--- src/source/masku_pkg.sv ---
`default_nettype none

package masku_pkg;

  ////////////////////////////////////////////////////////////////////////////
  // Operation codes
  ////////////////////////////////////////////////////////////////////////////

  // Width of the mask-logical operation code
  localparam int unsigned op_width = 3;

  // Mask-logical operations applied as vs2 <op> vs1
  localparam logic [op_width-1:0] op_vmandn = op_width'(0);
  localparam logic [op_width-1:0] op_vmand  = op_width'(1);
  localparam logic [op_width-1:0] op_vmor   = op_width'(2);
  localparam logic [op_width-1:0] op_vmxor  = op_width'(3);
  localparam logic [op_width-1:0] op_vmorn  = op_width'(4);
  localparam logic [op_width-1:0] op_vmnand = op_width'(5);
  localparam logic [op_width-1:0] op_vmnor  = op_width'(6);
  localparam logic [op_width-1:0] op_vmxnor = op_width'(7);

  ////////////////////////////////////////////////////////////////////////////
  // Identifier widths
  ////////////////////////////////////////////////////////////////////////////

  // Instruction id handed out by the sequencer
  localparam int unsigned vid_width = 3;

  // Vector register number for 32 architectural registers
  localparam int unsigned vreg_width = 5;

endpackage

`default_nettype wire

--- src/source/masku_decode.sv ---
`default_nettype none

module masku_decode #(
  parameter int unsigned  data_width    = 64,
  parameter int unsigned  vlen          = 512,
  // Derived widths for the port list
  localparam int unsigned words_per_reg = vlen / data_width,
  localparam int unsigned vl_width      = $clog2(vlen + 1),
  localparam int unsigned addr_width    = masku_pkg::vreg_width + $clog2(words_per_reg),
  localparam int unsigned rem_width     = $clog2(data_width + 1)
) (
  input  wire logic                             clk_i,
  input  wire logic                             rst_ni,
  // Instruction port from the sequencer
  input  wire logic                             insn_valid_i,
  input  wire logic [masku_pkg::op_width-1:0]   insn_op_i,
  input  wire logic [vl_width-1:0]              insn_vl_i,
  input  wire logic                             insn_vm_i,
  input  wire logic [masku_pkg::vreg_width-1:0] insn_vd_i,
  input  wire logic [masku_pkg::vid_width-1:0]  insn_id_i,
  output logic                                  insn_ready_o,
  // Operand beat handshake
  input  wire logic                             opnd_valid_i,
  output logic                                  opnd_ready_o,
  // Controls for the execute stage
  output logic [masku_pkg::op_width-1:0]        op_o,
  output logic                                  vm_o,
  output logic [rem_width-1:0]                  rem_bits_o,
  // Push side of the result queue
  output logic                                  push_o,
  output logic [addr_width-1:0]                 push_addr_o,
  output logic [masku_pkg::vid_width-1:0]       push_id_o,
  output logic                                  push_last_o,
  input  wire logic                             push_ready_i,
  input  wire logic                             commit_last_i,
  // Completion pulse
  output logic                                  done_o,
  output logic [masku_pkg::vid_width-1:0]       done_id_o
);

  import masku_pkg::*;

  localparam int unsigned word_idx_width = (words_per_reg > 1) ? $clog2(words_per_reg) : 1;

  ////////////////////////////////////////////////////////////////////////////
  // Instruction register
  ////////////////////////////////////////////////////////////////////////////

  // One instruction in flight at a time
  logic                      held_q;
  logic [op_width-1:0]       op_q;
  logic                      vm_q;
  logic [vreg_width-1:0]     vd_q;
  logic [vid_width-1:0]      id_q;

  // Bits still to issue, and the word being issued next
  logic [vl_width-1:0]       rem_q;
  logic [word_idx_width-1:0] word_idx_q;

  // Registered completion
  logic                      done_q;
  logic [vid_width-1:0]      done_id_q;

  logic                      insn_accept;
  logic                      beat;

  // Free exactly when nothing is held
  assign insn_ready_o = !held_q;
  assign insn_accept  = insn_valid_i && !held_q;

  // Fields load on acceptance and stay until the next one
  always_ff @(posedge clk_i) begin
    if (insn_accept) begin
      op_q <= insn_op_i;
      vm_q <= insn_vm_i;
      vd_q <= insn_vd_i;
      id_q <= insn_id_i;
    end
  end

  ////////////////////////////////////////////////////////////////////////////
  // Beat issue
  ////////////////////////////////////////////////////////////////////////////

  // Take a beat only when the queue can hold its result
  assign opnd_ready_o = held_q && (rem_q != '0) && push_ready_i;
  assign beat         = opnd_valid_i && opnd_ready_o;

  // Last word once the remaining bits fit in one word
  assign push_last_o  = (rem_q <= vl_width'(data_width));

  // Saturate so execute only sees up to one word of bits
  assign rem_bits_o   = (rem_q >= vl_width'(data_width)) ? rem_width'(data_width)
                                                         : rem_width'(rem_q);

  assign op_o        = op_q;
  assign vm_o        = vm_q;
  assign push_o      = beat;
  assign push_id_o   = id_q;
  // Destination word address inside the register file
  assign push_addr_o = addr_width'(vd_q) * addr_width'(words_per_reg)
                     + addr_width'(word_idx_q);

  always_ff @(posedge clk_i or negedge rst_ni) begin
    if (!rst_ni) begin
      held_q     <= 1'b0;
      rem_q      <= '0;
      word_idx_q <= '0;
    end else if (insn_accept) begin
      held_q     <= 1'b1;
      rem_q      <= insn_vl_i;
      word_idx_q <= '0;
    end else begin
      if (beat) begin
        // Tail word drains the counter to zero
        rem_q      <= push_last_o ? '0 : rem_q - vl_width'(data_width);
        word_idx_q <= word_idx_q + word_idx_width'(1);
      end
      // Release the instruction once its last word is granted
      if (commit_last_i) begin
        held_q <= 1'b0;
      end
    end
  end

  ////////////////////////////////////////////////////////////////////////////
  // Done pulse
  ////////////////////////////////////////////////////////////////////////////

  always_ff @(posedge clk_i or negedge rst_ni) begin
    if (!rst_ni) begin
      done_q <= 1'b0;
    end else begin
      done_q <= commit_last_i;
    end
  end

  // Id sampled at the same edge as the pulse
  always_ff @(posedge clk_i) begin
    if (commit_last_i) begin
      done_id_q <= id_q;
    end
  end

  assign done_o    = done_q;
  assign done_id_o = done_id_q;

endmodule

`default_nettype wire

--- src/source/masku_execute.sv ---
`default_nettype none

module masku_execute #(
  parameter int unsigned  data_width = 64,
  localparam int unsigned rem_width  = $clog2(data_width + 1)
) (
  // Instruction controls
  input  wire logic [masku_pkg::op_width-1:0] op_i,
  input  wire logic                           vm_i,
  input  wire logic [rem_width-1:0]           rem_bits_i,
  // One operand bundle
  input  wire logic [data_width-1:0]          vs2_i,
  input  wire logic [data_width-1:0]          vs1_i,
  input  wire logic [data_width-1:0]          old_i,
  input  wire logic [data_width-1:0]          mask_i,
  // Merged word for the destination
  output logic [data_width-1:0]               result_o
);

  import masku_pkg::*;

  ////////////////////////////////////////////////////////////////////////////
  // Bit enable
  ////////////////////////////////////////////////////////////////////////////

  logic [data_width-1:0] tail_en;
  logic [data_width-1:0] bit_en;
  logic [data_width-1:0] op_res;

  // Elements at or past vl stay untouched
  always_comb begin
    if (rem_bits_i >= rem_width'(data_width)) begin
      tail_en = '1;
    end else begin
      // Low rem_bits_i bits set
      tail_en = ~({data_width{1'b1}} << rem_bits_i);
    end
  end

  // Masked instruction also needs its mask bit set
  assign bit_en = vm_i ? tail_en : (tail_en & mask_i);

  ////////////////////////////////////////////////////////////////////////////
  // Mask-logical operation
  ////////////////////////////////////////////////////////////////////////////

  always_comb begin
    case (op_i)
      op_vmandn: op_res = vs2_i & ~vs1_i;
      op_vmand:  op_res = vs2_i & vs1_i;
      op_vmor:   op_res = vs2_i | vs1_i;
      op_vmxor:  op_res = vs2_i ^ vs1_i;
      op_vmorn:  op_res = vs2_i | ~vs1_i;
      op_vmnand: op_res = ~(vs2_i & vs1_i);
      op_vmnor:  op_res = ~(vs2_i | vs1_i);
      op_vmxnor: op_res = ~(vs2_i ^ vs1_i);
      default:   op_res = '0;
    endcase
  end

  // Enabled bits take the operation, the rest keep the old destination
  assign result_o = (op_res & bit_en) | (old_i & ~bit_en);

endmodule

`default_nettype wire

--- src/source/masku_result_queue.sv ---
`default_nettype none

module masku_result_queue #(
  parameter int unsigned data_width   = 64,
  parameter int unsigned addr_width   = 8,
  parameter int unsigned result_depth = 2
) (
  input  wire logic                            clk_i,
  input  wire logic                            rst_ni,
  // Push side from decode and execute
  input  wire logic                            push_i,
  input  wire logic [addr_width-1:0]           push_addr_i,
  input  wire logic [masku_pkg::vid_width-1:0] push_id_i,
  input  wire logic                            push_last_i,
  input  wire logic [data_width-1:0]           push_data_i,
  output logic                                 push_ready_o,
  // Pulses when the last word of an instruction is granted
  output logic                                 commit_last_o,
  // Register file write port
  output logic                                 result_req_o,
  output logic [addr_width-1:0]                result_addr_o,
  output logic [masku_pkg::vid_width-1:0]      result_id_o,
  output logic [data_width-1:0]                result_wdata_o,
  input  wire logic                            result_gnt_i
);

  import masku_pkg::*;

  localparam int unsigned ptr_width = (result_depth > 1) ? $clog2(result_depth) : 1;
  localparam int unsigned cnt_width = $clog2(result_depth + 1);

  ////////////////////////////////////////////////////////////////////////////
  // Storage
  ////////////////////////////////////////////////////////////////////////////

  logic [addr_width-1:0] addr_mem [result_depth];
  logic [vid_width-1:0]  id_mem   [result_depth];
  logic [data_width-1:0] data_mem [result_depth];
  logic                  last_mem [result_depth];

  // Write into wr_ptr_q, read from rd_ptr_q
  logic [ptr_width-1:0]  wr_ptr_q;
  logic [ptr_width-1:0]  rd_ptr_q;
  // Entries waiting for a grant
  logic [cnt_width-1:0]  cnt_q;

  logic                  do_push;
  logic                  do_pop;

  // Circular increment that wraps after the last entry
  function automatic logic [ptr_width-1:0] next_ptr(input logic [ptr_width-1:0] ptr);
    logic [ptr_width-1:0] nxt;
    if (ptr == ptr_width'(result_depth - 1)) begin
      nxt = '0;
    end else begin
      nxt = ptr + ptr_width'(1);
    end
    return nxt;
  endfunction

  assign push_ready_o = (cnt_q != cnt_width'(result_depth));
  assign do_push      = push_i && push_ready_o;
  assign do_pop       = result_req_o && result_gnt_i;

  always_ff @(posedge clk_i) begin
    if (do_push) begin
      addr_mem[wr_ptr_q] <= push_addr_i;
      id_mem[wr_ptr_q]   <= push_id_i;
      data_mem[wr_ptr_q] <= push_data_i;
      last_mem[wr_ptr_q] <= push_last_i;
    end
  end

  ////////////////////////////////////////////////////////////////////////////
  // Pointers and count
  ////////////////////////////////////////////////////////////////////////////

  always_ff @(posedge clk_i or negedge rst_ni) begin
    if (!rst_ni) begin
      wr_ptr_q <= '0;
      rd_ptr_q <= '0;
      cnt_q    <= '0;
    end else begin
      if (do_push) begin
        wr_ptr_q <= next_ptr(wr_ptr_q);
      end
      if (do_pop) begin
        rd_ptr_q <= next_ptr(rd_ptr_q);
      end
      // Simultaneous push and pop leave the count alone
      case ({do_push, do_pop})
        2'b10:   cnt_q <= cnt_q + cnt_width'(1);
        2'b01:   cnt_q <= cnt_q - cnt_width'(1);
        default: cnt_q <= cnt_q;
      endcase
    end
  end

  ////////////////////////////////////////////////////////////////////////////
  // Write port
  ////////////////////////////////////////////////////////////////////////////

  // Head entry stays put until granted
  assign result_req_o   = (cnt_q != '0);
  assign result_addr_o  = addr_mem[rd_ptr_q];
  assign result_id_o    = id_mem[rd_ptr_q];
  assign result_wdata_o = data_mem[rd_ptr_q];

  // Last word of the instruction leaves the queue
  assign commit_last_o  = do_pop && last_mem[rd_ptr_q];

endmodule

`default_nettype wire

--- src/source/masku_top.sv ---
`default_nettype none

module masku_top #(
  parameter int unsigned  data_width    = 64,
  parameter int unsigned  vlen          = 512,
  parameter int unsigned  result_depth  = 2,
  // Derived widths for the port list
  localparam int unsigned words_per_reg = vlen / data_width,
  localparam int unsigned vl_width      = $clog2(vlen + 1),
  localparam int unsigned addr_width    = masku_pkg::vreg_width + $clog2(words_per_reg)
) (
  input  wire logic                             clk_i,
  input  wire logic                             rst_ni,
  // Instruction port
  input  wire logic                             insn_valid_i,
  input  wire logic [masku_pkg::op_width-1:0]   insn_op_i,
  input  wire logic [vl_width-1:0]              insn_vl_i,
  input  wire logic                             insn_vm_i,
  input  wire logic [masku_pkg::vreg_width-1:0] insn_vd_i,
  input  wire logic [masku_pkg::vid_width-1:0]  insn_id_i,
  output logic                                  insn_ready_o,
  // Operand port from the lanes
  input  wire logic                             opnd_valid_i,
  input  wire logic [data_width-1:0]            opnd_vs2_i,
  input  wire logic [data_width-1:0]            opnd_vs1_i,
  input  wire logic [data_width-1:0]            opnd_old_i,
  input  wire logic [data_width-1:0]            opnd_mask_i,
  output logic                                  opnd_ready_o,
  // Register file write port
  output logic                                  result_req_o,
  output logic [addr_width-1:0]                 result_addr_o,
  output logic [masku_pkg::vid_width-1:0]       result_id_o,
  output logic [data_width-1:0]                 result_wdata_o,
  input  wire logic                             result_gnt_i,
  // Completion
  output logic                                  done_o,
  output logic [masku_pkg::vid_width-1:0]       done_id_o
);

  import masku_pkg::*;

  localparam int unsigned rem_width = $clog2(data_width + 1);

  // Decode to execute
  logic [op_width-1:0]   op;
  logic                  vm;
  logic [rem_width-1:0]  rem_bits;
  // Decode and execute to the result queue
  logic                  push;
  logic [addr_width-1:0] push_addr;
  logic [vid_width-1:0]  push_id;
  logic                  push_last;
  logic [data_width-1:0] exec_result;
  // Result queue back to decode
  logic                  push_ready;
  logic                  commit_last;

  masku_decode #(
    .data_width(data_width),
    .vlen      (vlen)
  ) u_decode (
    .clk_i        (clk_i),
    .rst_ni       (rst_ni),
    .insn_valid_i (insn_valid_i),
    .insn_op_i    (insn_op_i),
    .insn_vl_i    (insn_vl_i),
    .insn_vm_i    (insn_vm_i),
    .insn_vd_i    (insn_vd_i),
    .insn_id_i    (insn_id_i),
    .insn_ready_o (insn_ready_o),
    .opnd_valid_i (opnd_valid_i),
    .opnd_ready_o (opnd_ready_o),
    .op_o         (op),
    .vm_o         (vm),
    .rem_bits_o   (rem_bits),
    .push_o       (push),
    .push_addr_o  (push_addr),
    .push_id_o    (push_id),
    .push_last_o  (push_last),
    .push_ready_i (push_ready),
    .commit_last_i(commit_last),
    .done_o       (done_o),
    .done_id_o    (done_id_o)
  );

  masku_execute #(
    .data_width(data_width)
  ) u_execute (
    .op_i      (op),
    .vm_i      (vm),
    .rem_bits_i(rem_bits),
    .vs2_i     (opnd_vs2_i),
    .vs1_i     (opnd_vs1_i),
    .old_i     (opnd_old_i),
    .mask_i    (opnd_mask_i),
    .result_o  (exec_result)
  );

  masku_result_queue #(
    .data_width  (data_width),
    .addr_width  (addr_width),
    .result_depth(result_depth)
  ) u_result_queue (
    .clk_i         (clk_i),
    .rst_ni        (rst_ni),
    .push_i        (push),
    .push_addr_i   (push_addr),
    .push_id_i     (push_id),
    .push_last_i   (push_last),
    .push_data_i   (exec_result),
    .push_ready_o  (push_ready),
    .commit_last_o (commit_last),
    .result_req_o  (result_req_o),
    .result_addr_o (result_addr_o),
    .result_id_o   (result_id_o),
    .result_wdata_o(result_wdata_o),
    .result_gnt_i  (result_gnt_i)
  );

endmodule

`default_nettype wire
--- config.mk ---
export PLATFORM = sky130hd
export DESIGN_NAME = masku_top
export DESIGN_NICKNAME = d
export VERILOG_FILES = /design/src/source/masku_pkg.sv /design/src/source/masku_decode.sv /design/src/source/masku_execute.sv /design/src/source/masku_result_queue.sv /design/src/source/masku_top.sv
export SDC_FILE = /design/constraint.sdc
export NUM_CORES = 1
export LEC_CHECK = 0
export BUFFER_PORTS_ARGS = -buffer_cell sky130_fd_sc_hd__buf_2
export CORE_ASPECT_RATIO = 1.4
export CORE_MARGIN = 2
export CORE_UTILIZATION = 56
export CTS_CLUSTER_SIZE = 30
export DETAILED_ROUTE_END_ITERATION = 6
export GPL_ROUTABILITY_DRIVEN = 1
export PLACE_DENSITY = 0.82
export RECOVER_POWER = 50
export SYNTH_ARGS = -nofsm -noshare
export SYNTH_HDL_FRONTEND = slang
export SYNTH_HIERARCHICAL = 1
export SYNTH_SLANG_ARGS = --single-unit
--- constraint.sdc ---
create_clock -name clk_i -period 6.09 [get_ports clk_i]
set_input_delay 1.218 -clock clk_i [delete_from_list [all_inputs] [get_ports clk_i]]
set_output_delay 1.218 -clock clk_i [all_outputs]
set_load 0.01 [all_outputs]
==> results list <==
* Via count of the first global-routing pass: ~13k
* Antenna violations before repair: 23
- Max_slew headroom: -77.0%
- Worst path top cell family by delay: simple AND/OR/NAND/NOR gates
- Routed WL: 48,800 um
- In the final routed layout, each cell accounts on average for approximately 22 um.
* CP Data Arrival Time: around 4.8 ns
* Relative area change from synthesis to final layout: 14.8%
* Buffers added on ports: between 300 and 400
- TritonCTS sink count: around 190
- Counting cells, the worst reg-to-reg path comes to 6.
* Average instance area after synthesis: 10.6 sq um
- The tree is rooted in a clkbuf_16.
- In this run the post-CTS setup repair buffer count came out at 0.
- Maximum number of pins on one net before global-route repair: 200
- Slew Limit Fails: ~110
- The synthesized design contains approximately 190 register bits.
- The startpoint identified for the worst register-to-register timing path is u_decode/rem_q[6].
- Post-Syn Area: 16,200 sq um
- Level count of the clock H-tree: 4
* Hold-critical path endpoint: u_result_queue/addr_mem[0][4]
* Path class of the lowest-slack min-delay path: reg2reg
- After the first detailed-routing iteration, the DRC count stood at 907.
* Die ar.: 30,300 sq um
- Across the VDD grid, the largest voltage drop is 0.367 mV.
- Synthesis produced a netlist whose cell count is around 1.5k.
- Post-synthesis sequential area ratio: roughly 34%
* Worst path slowest cell: nor2_1
- Delay contributed by the slowest stage of the critical path: 1.93 ns
- Fillers: between 2k and 2.5k
* Worst Setup Slack, final: 1.41 ns
* Setup slack of the worst register-to-register path: 1.44 ns
- Maximum buffer depth of the clock tree: 2
* Hold Startpoint: u_decode/vd_q[1]
* Synthesis warning total: 6
- Setup Viol. Count Final: 0
- STA classifies the critical path startpoint as an input pin.
* Critical path origin: opnd_valid_i
- In the final layout, the multi-input gates occupy 9590 sq um.
* Die Height: around 210 um
* Global-route total usage across every layer: between 30% and 40%
- Once the floorplan was initialized, standard cells occupied a little under three fifths of the core.
- Congestion Overflow GR: 0
* Net count of the mapped netlist: just over 2k
* I/O pin cnt: between 300 and 400
- Timing analysis after detailed placement gives a worst setup slack of 2.52 ns.
- Count of unique library cells instantiated by Yosys: 67
- Depth of the worst hold-timing path: 0
* Antenna-violating nets left: 0
- Async set or reset register ratio after synthesis: approximately a tenth
- Sort of element at the end of the critical path: flop
- Routed via count divided by cell count: 5.99
* Sequential Area: about 5500 sq um
* Leakage power total: approximately 0.0088 uW
* Rows: 73
- CTS tree: done
- At the worst endpoint, the required time is approximately 6.2 ns.
* Number of flops mapped to enable cells by yosys: 167
- Endpoints failing hold: 0
- Setup repair after global routing left no endpoint under its margin.
- For this design the ratio of total power to cell area is about 320 nW/um^2.
- Floorplan core area: 28,400 sq um
* Biggest fanout along the worst timing path: 25
- Clock tree synthesis inserted a total of 17 buffers.
- Routability-driven placement finished with a final weighted congestion of 0.892.
- DPL Wire Length: about 36,000 um
- Cts hold-fix bufs: 0
- PostCTS Resize Cnt: 0
- From left edge to right edge, the die measures approximately 150 um.
- At the pin with the least slew margin, the transition time is approximately 2.7 ns.
- Walking the worst path, the cells encountered are buf_2 > nand3_1 > a41oi_1 > nand2_1 > nor2_1 > clkbuf_1.
- Global-route wire length before repair: between 70,000 and 80,000 um
- The pre-antenna-repair detailed-routing pass consisted of 5 iterations.
- Critical setup path kind: in2reg
* Worst setup skew after layout: 0.0144 ns
- Result of the run: complete, but fails checks
- Clock-pin slew was measured on the worst setup and hold paths at roughly 0.080 ns.
* Final cycle utilization of the critical path: about three quarters
- Violated checks: capacitance limit, slew limit
* Via total after detailed routing: between 10k and 15k
* Peak Freq: approximately 210 MHz
- # DRC: 0
- Share of post-route cells with drive strength above 1: a little under a third
- Worst r2r dst: u_result_queue/data_mem[0][63]
* Final nets: between 2k and 2.5k
- At the later pin of the worst-skew pair, clock insertion delay measures ~0.45 ns.
- Adding up every negative setup slack in the final design gives 0 ns.
- Commonest register cell after synthesis: edfxtp_1
- Buffers & Inverters on Critical Path: 2
- Across the run, the number of max-cap violations was 3.
- The clock period could shrink to around 4.7 ns.
## placed cells by master (no fill, tap or decap), drive strengths merged, types with 5 or more instances in the layout
master | Yosys | final
o41ai | 30 | 30
or2 | 16 | 16
a21oi | 29 | 29
edfxtp | 167 | 167
diode | 0 | 17
o221ai | 7 | 7
mux2 | 134 | 134
buf | 67 | 369
o32ai | 12 | 12
and2 | 8 | 8
a211oi | 11 | 11
ha | 260 | 260
nor2 | 56 | 56
dfrtp | 19 | 19
o211ai | 7 | 7
o32a | 8 | 8
a31oi | 8 | 8
and3 | 17 | 17
clkbuf | 36 | 28
mux2i | 102 | 102
clkinv | 0 | 5
nor3 | 15 | 15
or3 | 9 | 9
nand2 | 97 | 97
xnor2 | 5 | 5
inv | 135 | 142
o31ai | 29 | 29
o22ai | 58 | 58
o21ai | 111 | 111
nor2b | 13 | 13
a211o | 5 | 5
nand2b | 13 | 13
## per-stage QoR
| stage | instance area [sq um] | instances | util [%] | power, uW | hold slack, ns |
|---|---|---|---|---|---|
| 2_1_floorplan | 16200 | 1529 | - | 4010 | 0.421 |
| 3_3_place_gp | 18100 | 2180 | 63.6 | 4790 | 0.424 |
| 3_5_place_dp | 18100 | 2180 | 63.6 | 4890 | 0.441 |
| 4_1_cts | 18600 | 2212 | 65.6 | 5990 | 0.460 |
| 5_1_grt | 18600 | 2228 | 65.5 | 6270 | 0.474 |
| 6_report | 18600 | 2229 | 65.5 | 5970 | 0.466 |
## flip-flops by register name (all words and copies together) (netlist names), 2 cells and up
name / cells
u_result_queue/data_mem: 128
u_result_queue/addr_mem: 16
u_decode/rem_q: 10
u_result_queue/id_mem: 6
u_decode/vd_q: 5
u_decode/done_id_o: 3
u_decode/op_o: 3
u_decode/push_id_o: 3
u_decode/word_idx_q: 3
u_result_queue/cnt_q: 2
u_result_queue/last_mem: 2
## routing by layer
metal,GRT usage (%),wire length (um)
met5,0,74
met4,20.5,3200
met3,6.08,4040
met2,53.5,23900
met1,35.6,17600
## worst max path at each step
stage	cells past startpoint	end
finish	6	u_result_queue/data_mem[0][63]
global route	6	u_result_queue/data_mem[0][63]
CTS	3	result_wdata_o[17]
detailed placement	6	u_result_queue/data_mem[0][41]
global placement	6	u_result_queue/data_mem[0][34]
floorplan	4	u_result_queue/addr_mem[0][0]
## cell usage after synthesis (all sizes together) (7+ instances only)
library cell	n	share of area (%)
inv	135	3.1
mux2i	102	6.3
or3	9	0.35
o41ai	30	2.5
edfxtp	167	31
ha	260	20
o22ai	58	2.2
a211oi	11	0.51
o211ai	7	0.36
buf	67	2.8
mux2	134	10
o32a	8	0.49
nor2b	13	0.50
o31ai	29	1.4
and3	17	0.66
clkbuf	36	0.83
a21oi	29	0.90
o21ai	111	3.4
o32ai	12	0.65
nand2	97	2.2
or2	16	0.62
nand2b	13	0.50
o221ai	7	0.38
nor3	15	0.46
dfrtp	19	2.9
nor2	56	1.3
and2	8	0.31
a31oi	8	0.31
## logic make-up (layout without fill, tap and decap cells)
group | Yosys count | count (layout) | share of synthesized area, %
and+or+nand+nor | 265 | 265 | 8.02
AOI/OAI and AO/OA | 338 | 338 | 14.7
buffers and inverters | 238 | 546 | 6.78
xor gates and xnor gates | 6 | 6 | 0.324
DFF | 186 | 186 | 33.9
other | 0 | 17 | 0
muxes | 236 | 236 | 16.3
adders and majority gates | 260 | 260 | 20.1
## final cells by class
type,instances,share of cell area [%]
multi-input combinational,1105,51.5
tap,375,2.52
clock buffer,18,2.31
sequential,186,29.5
clock inverter,14,0.813
inverter,135,2.72
timing repair buffer,379,10.4
antenna,17,0.229
## power by group
group / switching, uW / internal [uW]
clock network: 545 / 549
logic: 1600 / 1150
registers: 241 / 1890
No activity file was read; power rests on OpenSTA's default activity.
